### src/hdl/ray_pkg.sv
// Widths cover frames up to 640x480 with signed Q8.8 coordinates and 8-bit color channels.
package ray_pkg;

	// Linear pixel index, row-major from 0.
	typedef logic [18:0] pixel_id_t;

	// Signed Q8.8, bit 8 is the lowest integer bit.
	typedef logic signed [15:0] coord_t;

	// Packed RGB with red in the top byte.
	typedef logic [23:0] color_t;

	// Ray generator FSM.
	typedef enum logic {
		GEN_IDLE,
		GEN_RUN
	} gen_state_t;

	// Checker colors for floor rays.
	localparam color_t FLOOR_LIGHT = 24'hd0_d0_c8;
	localparam color_t FLOOR_DARK = 24'h30_30_38;

	// Fixed red and green of the sky, blue follows the ray height.
	localparam logic [7:0] SKY_RED = 8'h40;
	localparam logic [7:0] SKY_GREEN = 8'h90;

endpackage : ray_pkg

### src/hdl/ray_gen.sv
// Emits at most one ray every three clocks; camera inputs are sampled only when start is accepted.
`timescale 1ns/1ps

module ray_gen #(
	parameter int H_RES = 640,
	parameter int V_RES = 480
) (
	input  logic               clk,
	input  logic               rst_n,
	input  logic               start,
	input  ray_pkg::coord_t    corner_x,
	input  ray_pkg::coord_t    corner_y,
	input  ray_pkg::coord_t    corner_z,
	input  ray_pkg::coord_t    step_x,
	input  ray_pkg::coord_t    step_y,
	input  logic               full,
	output logic               push,
	output ray_pkg::pixel_id_t pixel_id,
	output ray_pkg::coord_t    dir_x,
	output ray_pkg::coord_t    dir_y,
	output ray_pkg::coord_t    dir_z,
	output logic               busy
);
	import ray_pkg::*;

	localparam int COL_W = (H_RES > 1) ? $clog2(H_RES) : 1;
	localparam int ROW_W = (V_RES > 1) ? $clog2(V_RES) : 1;

	gen_state_t state;
	logic [1:0] phase;
	logic [COL_W-1:0] col;
	logic [ROW_W-1:0] row;
	coord_t corner_x_q;
	coord_t step_x_q;
	coord_t step_y_q;
	logic accept;
	logic v2;
	logic last_col;
	logic last_row;

	assign accept = (state == GEN_IDLE) && start;
	// Only phase v2 may emit a ray.
	assign v2 = (phase == 2'd2);
	assign last_col = (col == COL_W'(H_RES - 1));
	assign last_row = (row == ROW_W'(V_RES - 1));
	assign push = (state == GEN_RUN) && v2 && !full;
	assign busy = (state == GEN_RUN);

	always_ff @(posedge clk) begin
		if (!rst_n) begin
			state <= GEN_IDLE;
			phase <= 2'd0;
		end else begin
			case (state)
				GEN_IDLE: begin
					if (start) begin
						state <= GEN_RUN;
						phase <= 2'd0;
					end
				end
				GEN_RUN: begin
					// A full FIFO parks the generator in v2.
					if (!v2) begin
						phase <= phase + 2'd1;
					end else if (!full) begin
						phase <= 2'd0;
						if (last_col && last_row) begin
							state <= GEN_IDLE;
						end
					end
				end
				default: state <= GEN_IDLE;
			endcase
		end
	end

	always_ff @(posedge clk) begin
		if (!rst_n) begin
			col <= '0;
			row <= '0;
		end else if (accept) begin
			col <= '0;
			row <= '0;
		end else if (push) begin
			col <= last_col ? '0 : col + 1'b1;
			row <= last_col ? row + 1'b1 : row;
		end
	end

	// Direction walks incrementally, x across a row and y down the rows.
	always_ff @(posedge clk) begin
		if (accept) begin
			corner_x_q <= corner_x;
			step_x_q <= step_x;
			step_y_q <= step_y;
			dir_x <= corner_x;
			dir_y <= corner_y;
			dir_z <= corner_z;
			pixel_id <= '0;
		end else if (push) begin
			pixel_id <= pixel_id + 1'b1;
			if (last_col) begin
				dir_x <= corner_x_q;
				dir_y <= dir_y - step_y_q;
			end else begin
				dir_x <= dir_x + step_x_q;
			end
		end
	end

	// Pixel id stays in step with the column and row counters.
	a_id_tracks_pos: assert property (@(posedge clk) disable iff (!rst_n)
		push |-> pixel_id == pixel_id_t'(row * H_RES + col));

endmodule : ray_gen

### src/hdl/ray_fifo.sv
// Push while full and pop while empty are protocol errors; such requests are dropped.
`timescale 1ns/1ps

module ray_fifo #(
	parameter int FIFO_DEPTH = 16
) (
	input  logic               clk,
	input  logic               rst_n,
	input  logic               push,
	input  ray_pkg::pixel_id_t pixel_id,
	input  ray_pkg::coord_t    dir_x,
	input  ray_pkg::coord_t    dir_y,
	input  ray_pkg::coord_t    dir_z,
	input  logic               pop,
	output logic               full,
	output logic               empty,
	output ray_pkg::pixel_id_t head_id,
	output ray_pkg::coord_t    head_x,
	output ray_pkg::coord_t    head_y,
	output ray_pkg::coord_t    head_z
);
	import ray_pkg::*;

	localparam int PTR_W = (FIFO_DEPTH > 1) ? $clog2(FIFO_DEPTH) : 1;
	localparam int CNT_W = $clog2(FIFO_DEPTH + 1);

	pixel_id_t id_mem [FIFO_DEPTH];
	coord_t x_mem [FIFO_DEPTH];
	coord_t y_mem [FIFO_DEPTH];
	coord_t z_mem [FIFO_DEPTH];
	logic [PTR_W-1:0] wr_ptr;
	logic [PTR_W-1:0] rd_ptr;
	logic [CNT_W-1:0] count;
	logic wr_en;
	logic rd_en;

	// Pointers wrap at the depth, which need not be a power of two.
	function automatic logic [PTR_W-1:0] next_ptr(input logic [PTR_W-1:0] ptr);
		return (ptr == PTR_W'(FIFO_DEPTH - 1)) ? '0 : ptr + 1'b1;
	endfunction

	assign full = (count == CNT_W'(FIFO_DEPTH));
	assign empty = (count == '0);
	assign wr_en = push && !full;
	assign rd_en = pop && !empty;

	always_ff @(posedge clk) begin
		if (!rst_n) begin
			wr_ptr <= '0;
			rd_ptr <= '0;
			count <= '0;
		end else begin
			if (wr_en) begin
				wr_ptr <= next_ptr(wr_ptr);
			end
			if (rd_en) begin
				rd_ptr <= next_ptr(rd_ptr);
			end
			case ({wr_en, rd_en})
				2'b10: count <= count + 1'b1;
				2'b01: count <= count - 1'b1;
				default: count <= count;
			endcase
		end
	end

	always_ff @(posedge clk) begin
		if (wr_en) begin
			id_mem[wr_ptr] <= pixel_id;
			x_mem[wr_ptr] <= dir_x;
			y_mem[wr_ptr] <= dir_y;
			z_mem[wr_ptr] <= dir_z;
		end
	end

	// Head is read straight from the array.
	assign head_id = id_mem[rd_ptr];
	assign head_x = x_mem[rd_ptr];
	assign head_y = y_mem[rd_ptr];
	assign head_z = z_mem[rd_ptr];

	a_no_overflow: assert property (@(posedge clk) disable iff (!rst_n) push |-> !full);
	a_no_underflow: assert property (@(posedge clk) disable iff (!rst_n) pop |-> !empty);

endmodule : ray_fifo

### src/hdl/frame_writer.sv
// Expects rays in pixel order from id 0; frame_done marks the write of the last pixel.
`timescale 1ns/1ps

module frame_writer #(
	parameter int PIXEL_TOTAL = 640 * 480
) (
	input  logic               clk,
	input  logic               rst_n,
	input  logic               empty,
	input  ray_pkg::pixel_id_t head_id,
	input  ray_pkg::coord_t    head_x,
	input  ray_pkg::coord_t    head_y,
	input  ray_pkg::coord_t    head_z,
	input  logic               fb_ready,
	output logic               pop,
	output logic               fb_we,
	output ray_pkg::pixel_id_t fb_addr,
	output ray_pkg::color_t    fb_data,
	output logic               frame_done
);
	import ray_pkg::*;

	pixel_id_t pix_cnt;
	coord_t frame_z;
	color_t shade;
	logic last_pix;

	assign pop = !empty && fb_ready;
	assign last_pix = (pix_cnt == pixel_id_t'(PIXEL_TOTAL - 1));

	// Negative y looks at the floor.
	// Checker squares come from the lowest integer bits of x and y.
	always_comb begin
		if (head_y[15]) begin
			shade = (head_x[8] != head_y[8]) ? FLOOR_LIGHT : FLOOR_DARK;
		end else begin
			shade = {SKY_RED, SKY_GREEN, head_y[7:0]};
		end
	end

	always_ff @(posedge clk) begin
		if (!rst_n) begin
			fb_we <= 1'b0;
			frame_done <= 1'b0;
			pix_cnt <= '0;
		end else begin
			fb_we <= pop;
			frame_done <= pop && last_pix;
			if (pop) begin
				pix_cnt <= last_pix ? '0 : pix_cnt + 1'b1;
			end
		end
	end

	always_ff @(posedge clk) begin
		if (pop) begin
			fb_addr <= head_id;
			fb_data <= shade;
		end
		if (pop && pix_cnt == '0) begin
			frame_z <= head_z;
		end
	end

	// Rays arrive in raster order with none lost or repeated.
	a_in_order: assert property (@(posedge clk) disable iff (!rst_n)
		pop |-> head_id == pix_cnt);

	// all rays of one frame share the depth of its first ray
	a_frame_depth: assert property (@(posedge clk) disable iff (!rst_n)
		pop && pix_cnt != '0 |-> head_z == frame_z);

endmodule : frame_writer

### src/hdl/ray_demo_top.sv
// One frame per accepted start; fb_ready low stalls the whole pipe without losing rays.
`timescale 1ns/1ps

module ray_demo_top #(
	parameter int H_RES = 640,
	parameter int V_RES = 480,
	parameter int FIFO_DEPTH = 16
) (
	input  logic               clk,
	input  logic               rst_n,
	input  logic               start,
	input  ray_pkg::coord_t    corner_x,
	input  ray_pkg::coord_t    corner_y,
	input  ray_pkg::coord_t    corner_z,
	input  ray_pkg::coord_t    step_x,
	input  ray_pkg::coord_t    step_y,
	input  logic               fb_ready,
	output logic               fb_we,
	output ray_pkg::pixel_id_t fb_addr,
	output ray_pkg::color_t    fb_data,
	output logic               frame_done,
	output logic               busy
);
	import ray_pkg::*;

	logic push;
	logic full;
	pixel_id_t pixel_id;
	coord_t dir_x;
	coord_t dir_y;
	coord_t dir_z;
	logic pop;
	logic empty;
	pixel_id_t head_id;
	coord_t head_x;
	coord_t head_y;
	coord_t head_z;

	ray_gen #(
		.H_RES(H_RES),
		.V_RES(V_RES)
	) i_ray_gen (
		.clk,
		.rst_n,
		.start,
		.corner_x,
		.corner_y,
		.corner_z,
		.step_x,
		.step_y,
		.full,
		.push,
		.pixel_id,
		.dir_x,
		.dir_y,
		.dir_z,
		.busy
	);

	ray_fifo #(
		.FIFO_DEPTH(FIFO_DEPTH)
	) i_ray_fifo (
		.clk,
		.rst_n,
		.push,
		.pixel_id,
		.dir_x,
		.dir_y,
		.dir_z,
		.pop,
		.full,
		.empty,
		.head_id,
		.head_x,
		.head_y,
		.head_z
	);

	frame_writer #(
		.PIXEL_TOTAL(H_RES * V_RES)
	) i_frame_writer (
		.clk,
		.rst_n,
		.empty,
		.head_id,
		.head_x,
		.head_y,
		.head_z,
		.fb_ready,
		.pop,
		.fb_we,
		.fb_addr,
		.fb_data,
		.frame_done
	);

endmodule : ray_demo_top

### config.mk
export PLATFORM = sky130hd
export DESIGN_NAME = ray_demo_top
export DESIGN_NICKNAME = d
export VERILOG_FILES = /design/src/hdl/ray_pkg.sv /design/src/hdl/ray_gen.sv /design/src/hdl/ray_fifo.sv /design/src/hdl/frame_writer.sv /design/src/hdl/ray_demo_top.sv
export SDC_FILE = /design/constraint.sdc
export NUM_CORES = 1
export LEC_CHECK = 0
export BUFFER_PORTS_ARGS = -buffer_cell sky130_fd_sc_hd__buf_4
export CAP_MARGIN = 25
export CORE_ASPECT_RATIO = 0.5
export CORE_MARGIN = 4
export CORE_UTILIZATION = 28
export DETAILED_ROUTE_END_ITERATION = 10
export GPL_ROUTABILITY_DRIVEN = 0
export SLEW_MARGIN = 10
export SYNTH_ARGS = -nofsm -noshare
export SYNTH_HDL_FRONTEND = slang
export SYNTH_SLANG_ARGS = --single-unit
### constraint.sdc
create_clock -name clk -period 5.7 [get_ports clk]
set_clock_uncertainty 0.15 [all_clocks]
set_input_delay 0.57 -clock clk [delete_from_list [all_inputs] [get_ports clk]]
set_output_delay 0.57 -clock clk [all_outputs]
set_load 0.01 [all_outputs]
==> results.txt <==
Internal power comes to just under 8000 µW. The longest clock path from root to sink contains 3 buffers. Setup violations remaining at the end of the flow were counted as 0. Detailed placement finished with a half-perimeter wire length of 31,300 µm. Max-cap violations in this run came to 0.

The critical path is of the reg -> reg type. The hold buffer count at CTS is 31. The capture point of the worst reg-to-reg path is i_ray_fifo.count[4]. The slowest stage cell on the critical path is sky130_fd_sc_hd__nor4_2. Sequential cells account for 52.6% of the total power. The kind of launch point of the worst setup path is a register.

The path with the worst hold slack has its endpoint at i_ray_gen.corner_x_q[6]. The highest layer used for signal routing is met4. The worst setup path is captured at a register. The switching share of power came out at 20.5%.

The register bit total from synthesis is 649. The highest achievable clock rate is 0.284 GHz. The number of I/O port buffers is 90. The area inside the core boundary is about 92,000 µm². The total count of max-transition violations in the final report was 0. Summing all non-filler instances in the final layout gives an area of about 30,000 µm². The area fraction of the dominant cell type after synthesis is 65.6%. The via-per-instance ratio came out at roughly 4.6. The power per unit of standard cell area is 324 nW/µm². The transition time at the pin with the least slew margin came out at 1.01 ns. The wire length on met1 is ~25,000 µm. The leading cell type by number of instances after synthesis is sky130_fd_sc_hd__edfxtp_1. Counting every sink on the clock net gives 649.

The number of gates resized after CTS came out at 0. The number of instances in the synthesized netlist came out at 1,470. The number of enable-type register cells in the synthesized netlist came out at 570. The slack of the worst reg-to-reg path is 2.18 ns. The routed design uses 26,600 µm of met2 wire. For this design the total switching power over the nets is 2050 µW. STA puts the critical path data arrival time at 3.88 ns. Sorting the synthesized cells by how often they occur yields sky130_fd_sc_hd__edfxtp_1, sky130_fd_sc_hd__mux4_2, sky130_fd_sc_hd__nor2_1. The synthesized area divided by synthesized cell count came out at approximately 18 µm². The synthesized cell area came out at 26,100 µm².

After the first detailed-routing iteration, the DRC count stood at 1,080. The number of top-level pins is 130. The number of antenna violations at the first check in global routing is 6.

The clock network fraction of total power came out at 43.4%. After routing, the total negative slack on setup checks comes to 0 ns. The flow ran to the end, and the final reports show no timing, DRC or antenna violations. The residual antenna-violating net count after detailed routing came out at 0. sky130_fd_sc_hd__edfxtp_1 takes more of the synthesized area than any other cell. The floorplan die area is 98,500 µm². The root buffer cell is sky130_fd_sc_hd__clkbuf_16. Among all flip-flop cells after synthesis, the most frequent one is sky130_fd_sc_hd__edfxtp_1.

The final routed DRC violation total is 0. Yosys attributes the largest share of cell area to sky130_fd_sc_hd__edfxtp_1, sky130_fd_sc_hd__mux4_2, sky130_fd_sc_hd__dfxtp_1. The total number of vias is 13,400. The portion of the post-synthesis area used by sequential elements came out at between 70 and 80%. Clock-pin slew was measured on the worst setup and hold paths at ~0.060 ns.

Of all nets on the critical path, the largest fanout is 19. The initial cell density of the core is 28.5%. The static leakage power came out at approximately 0.0099 µW. The fraction of layout cells with a size suffix above 1 is a little under a quarter. Dividing the detail-routed wire length by the instance count gives 19.0 µm. The fraction of power consumed by combinational cells is around 4.0%. The sum of routed wire length over all layers came out at 55,400 µm. The remaining max-slew budget at the tightest pin came out at roughly a third. For this run, the total global-route usage over all layers was measured as 11.3%. The critical path goes through nor4_2, a21oi_4, inv_2, ha_1, xor2_1, ha_1, o21a_1, o22a_1, a21oi_1, xor2_1, or3_1, a21boi_1. The hold violation total from the final report is 0. The number of distinct standard cells referenced by the synthesized netlist came out at 70. Detailed routing placed a total of 2570 µm of wire on met3. During synthesis, Yosys emitted a total of 0 warnings. The count of buffer and inverter cells on the critical path is 1.

The depth of the most critical reg-to-reg path came out at 12. Total power for the finished layout comes to about 10,000 µW. The number of cells on the worst hold path came out at 1. The number of iterations in the first detailed-routing pass came out at 6. The delay of the slowest cell on the worst path came out at approximately 0.5 ns. Setup repair after global routing left no endpoint under its margin.

Once placement finished, the instance area stood at 28,300 µm². The critical register-to-register path startpoint is i_ray_fifo.count[1]. From bottom edge to top edge, the die measures 224 µm. The number of levels in the clock H-tree is 3. The layout net count came out at approximately 1,700. The TritonCTS clock tree is done. The first global-routing pass estimated 85,100 µm of wire. The tightest min-delay check is of the in -> reg type.

The maximum vdd drop is 188 µV. From left edge to right edge, the die measures 440 µm. The final standard cell utilization of the core came out at 33.7%. The post-CTS setup-driven buffer insertion count is 0.

The ratio of final minimum period to clock period came out at just over 60%. For the worst-skew pair, the clock arrives at the later sink with an insertion delay of 0.58 ns. Row generation in the floorplan step produced 78 rows. The startpoint identified for the worst hold timing path is corner_x[6]. The final critical path time including I/O delays and setup came out at 3.52 ns. The via count of the first global-routing pass came out at around 14,000.

The kind of cell with the highest combined delay along the critical path is compound AO/OA/AOI/OAI gates. Entering global routing, the biggest net connects 72 pins. The total congestion overflow after global routing is 0.

The async set or reset register ratio after synthesis came out at 0%. At the worst endpoint, the required time is 6.06 ns. TritonCTS created 68 clock buffers. The area growth from synthesis to layout is 18.2%.
[routing by layer]
metal | up-vias | track usage (%)
li1 | 6079 | -
met1 | 6955 | 15.7
met2 | 294 | 18.3
met5 | - | 0
met4 | 0 | 3.09
met3 | 82 | 1.96
[how the worst max path moves through the flow]
stage / endpoint / from / slack, ns / depth (start not counted)
2_1_floorplan: i_ray_fifo.id_mem[0][0] / i_ray_gen.busy / 1.72 / 5
3_3_place_gp: i_ray_fifo.count[4] / i_ray_fifo.count[1] / 2.22 / 12
3_5_place_dp: i_ray_fifo.count[4] / i_ray_fifo.count[1] / 2.17 / 12
4_1_cts: i_ray_fifo.count[4] / i_ray_fifo.count[1] / 2.14 / 12
5_1_grt: i_ray_fifo.count[4] / i_ray_fifo.count[1] / 1.88 / 12
6_report: i_ray_fifo.count[4] / i_ray_fifo.count[1] / 2.18 / 12
[sequential cells by signal, summed over array words and instances (netlist names), 5 cells and up, named ones only]
| register | flops |
|---|---|
| i_ray_fifo.y_mem | 160 |
| i_ray_gen.step_x_q | 9 |
| i_frame_writer.fb_addr | 19 |
| i_ray_fifo.id_mem | 304 |
| i_ray_gen.corner_x_q | 9 |
| i_ray_gen.col | 10 |
| i_ray_fifo.count | 5 |
| i_ray_gen.dir_y | 16 |
| i_ray_gen.dir_x | 9 |
| i_frame_writer.pix_cnt | 19 |
| i_ray_gen.pixel_id | 19 |
| i_ray_gen.row | 9 |
| i_ray_fifo.x_mem | 16 |
| i_frame_writer.fb_data | 12 |
| i_ray_gen.step_y_q | 16 |
[metrics by stage]
step / worst slack, ns / hold slack, ns / cells
3_3_place_gp: 2.22 / 0.307 / 2757
2_1_floorplan: 1.72 / 0.293 / 1477
4_1_cts: 2.14 / 0.00217 / 2912
5_1_grt: 1.88 / 0.00257 / 2915
6_report: 2.18 / 0.0417 / 2921
3_5_place_dp: 2.17 / 0.311 / 2758
[layout make-up]
class                           instances  area [µm²]
Clock inverter                         36         312
Antenna cell                            6        15.0
Sequential cell                       649       18700
Clock buffer                           87        1880
Inverter                               32         120
Tap cell                             1240        1550
Timing Repair Buffer                  148        1230
Multi-Input combinational cell        723        7030
Fill cell                            8732       60700
[power by group through the flow]
stage	Clock [µW]	Combinational [µW]	Sequential, µW
global route	4670	448	5270
finish	4340	398	5260
global placement	0	372	5360
CTS	4460	400	5260
floorplan	0	283	5340
detailed placement	0	378	5370
[worst reg2reg max path, stage by stage, from the launching register on]
cell                       delay [ns]
sky130_fd_sc_hd__dfxtp_1         0.39
sky130_fd_sc_hd__nor4_2          0.50
sky130_fd_sc_hd__a21oi_4         0.25
sky130_fd_sc_hd__inv_2           0.27
sky130_fd_sc_hd__ha_1            0.43
sky130_fd_sc_hd__xor2_1          0.13
sky130_fd_sc_hd__ha_1            0.23
sky130_fd_sc_hd__o21a_1          0.17
sky130_fd_sc_hd__o22a_1          0.20
sky130_fd_sc_hd__a21oi_1         0.20
sky130_fd_sc_hd__xor2_1          0.10
sky130_fd_sc_hd__or3_1           0.31
sky130_fd_sc_hd__a21boi_1        0.14
[layout by cell type, fill, tap and decap left out, drive strengths merged, types with 19 or more instances in the layout]
cell type / instances
a21oi: 38
buf: 115
clkbuf: 87
clkinv: 24
dfxtp: 79
dlygate4sd3: 33
edfxtp: 570
ha: 36
inv: 35
mux4: 144
nand2: 74
nand3: 27
nand4: 19
nor2: 107
nor3: 19
o21ai: 28
xnor2: 29
xor2: 45
[kinds of logic (layout without fill, tap and decap cells)]
family,Yosys count,in the layout,share of synthesized area (%)
AOI/OAI and AO/OA,129,129,3.25
xor gates and xnor gates,74,74,2.48
adders and majority gates,38,38,1.88
buffers and inverters,105,303,1.97
DFF,649,649,71.6
muxes,157,157,13.0
other,2,15,0.0288
and+or+nand+nor,316,316,5.80
(Power assumes the default switching activity.)
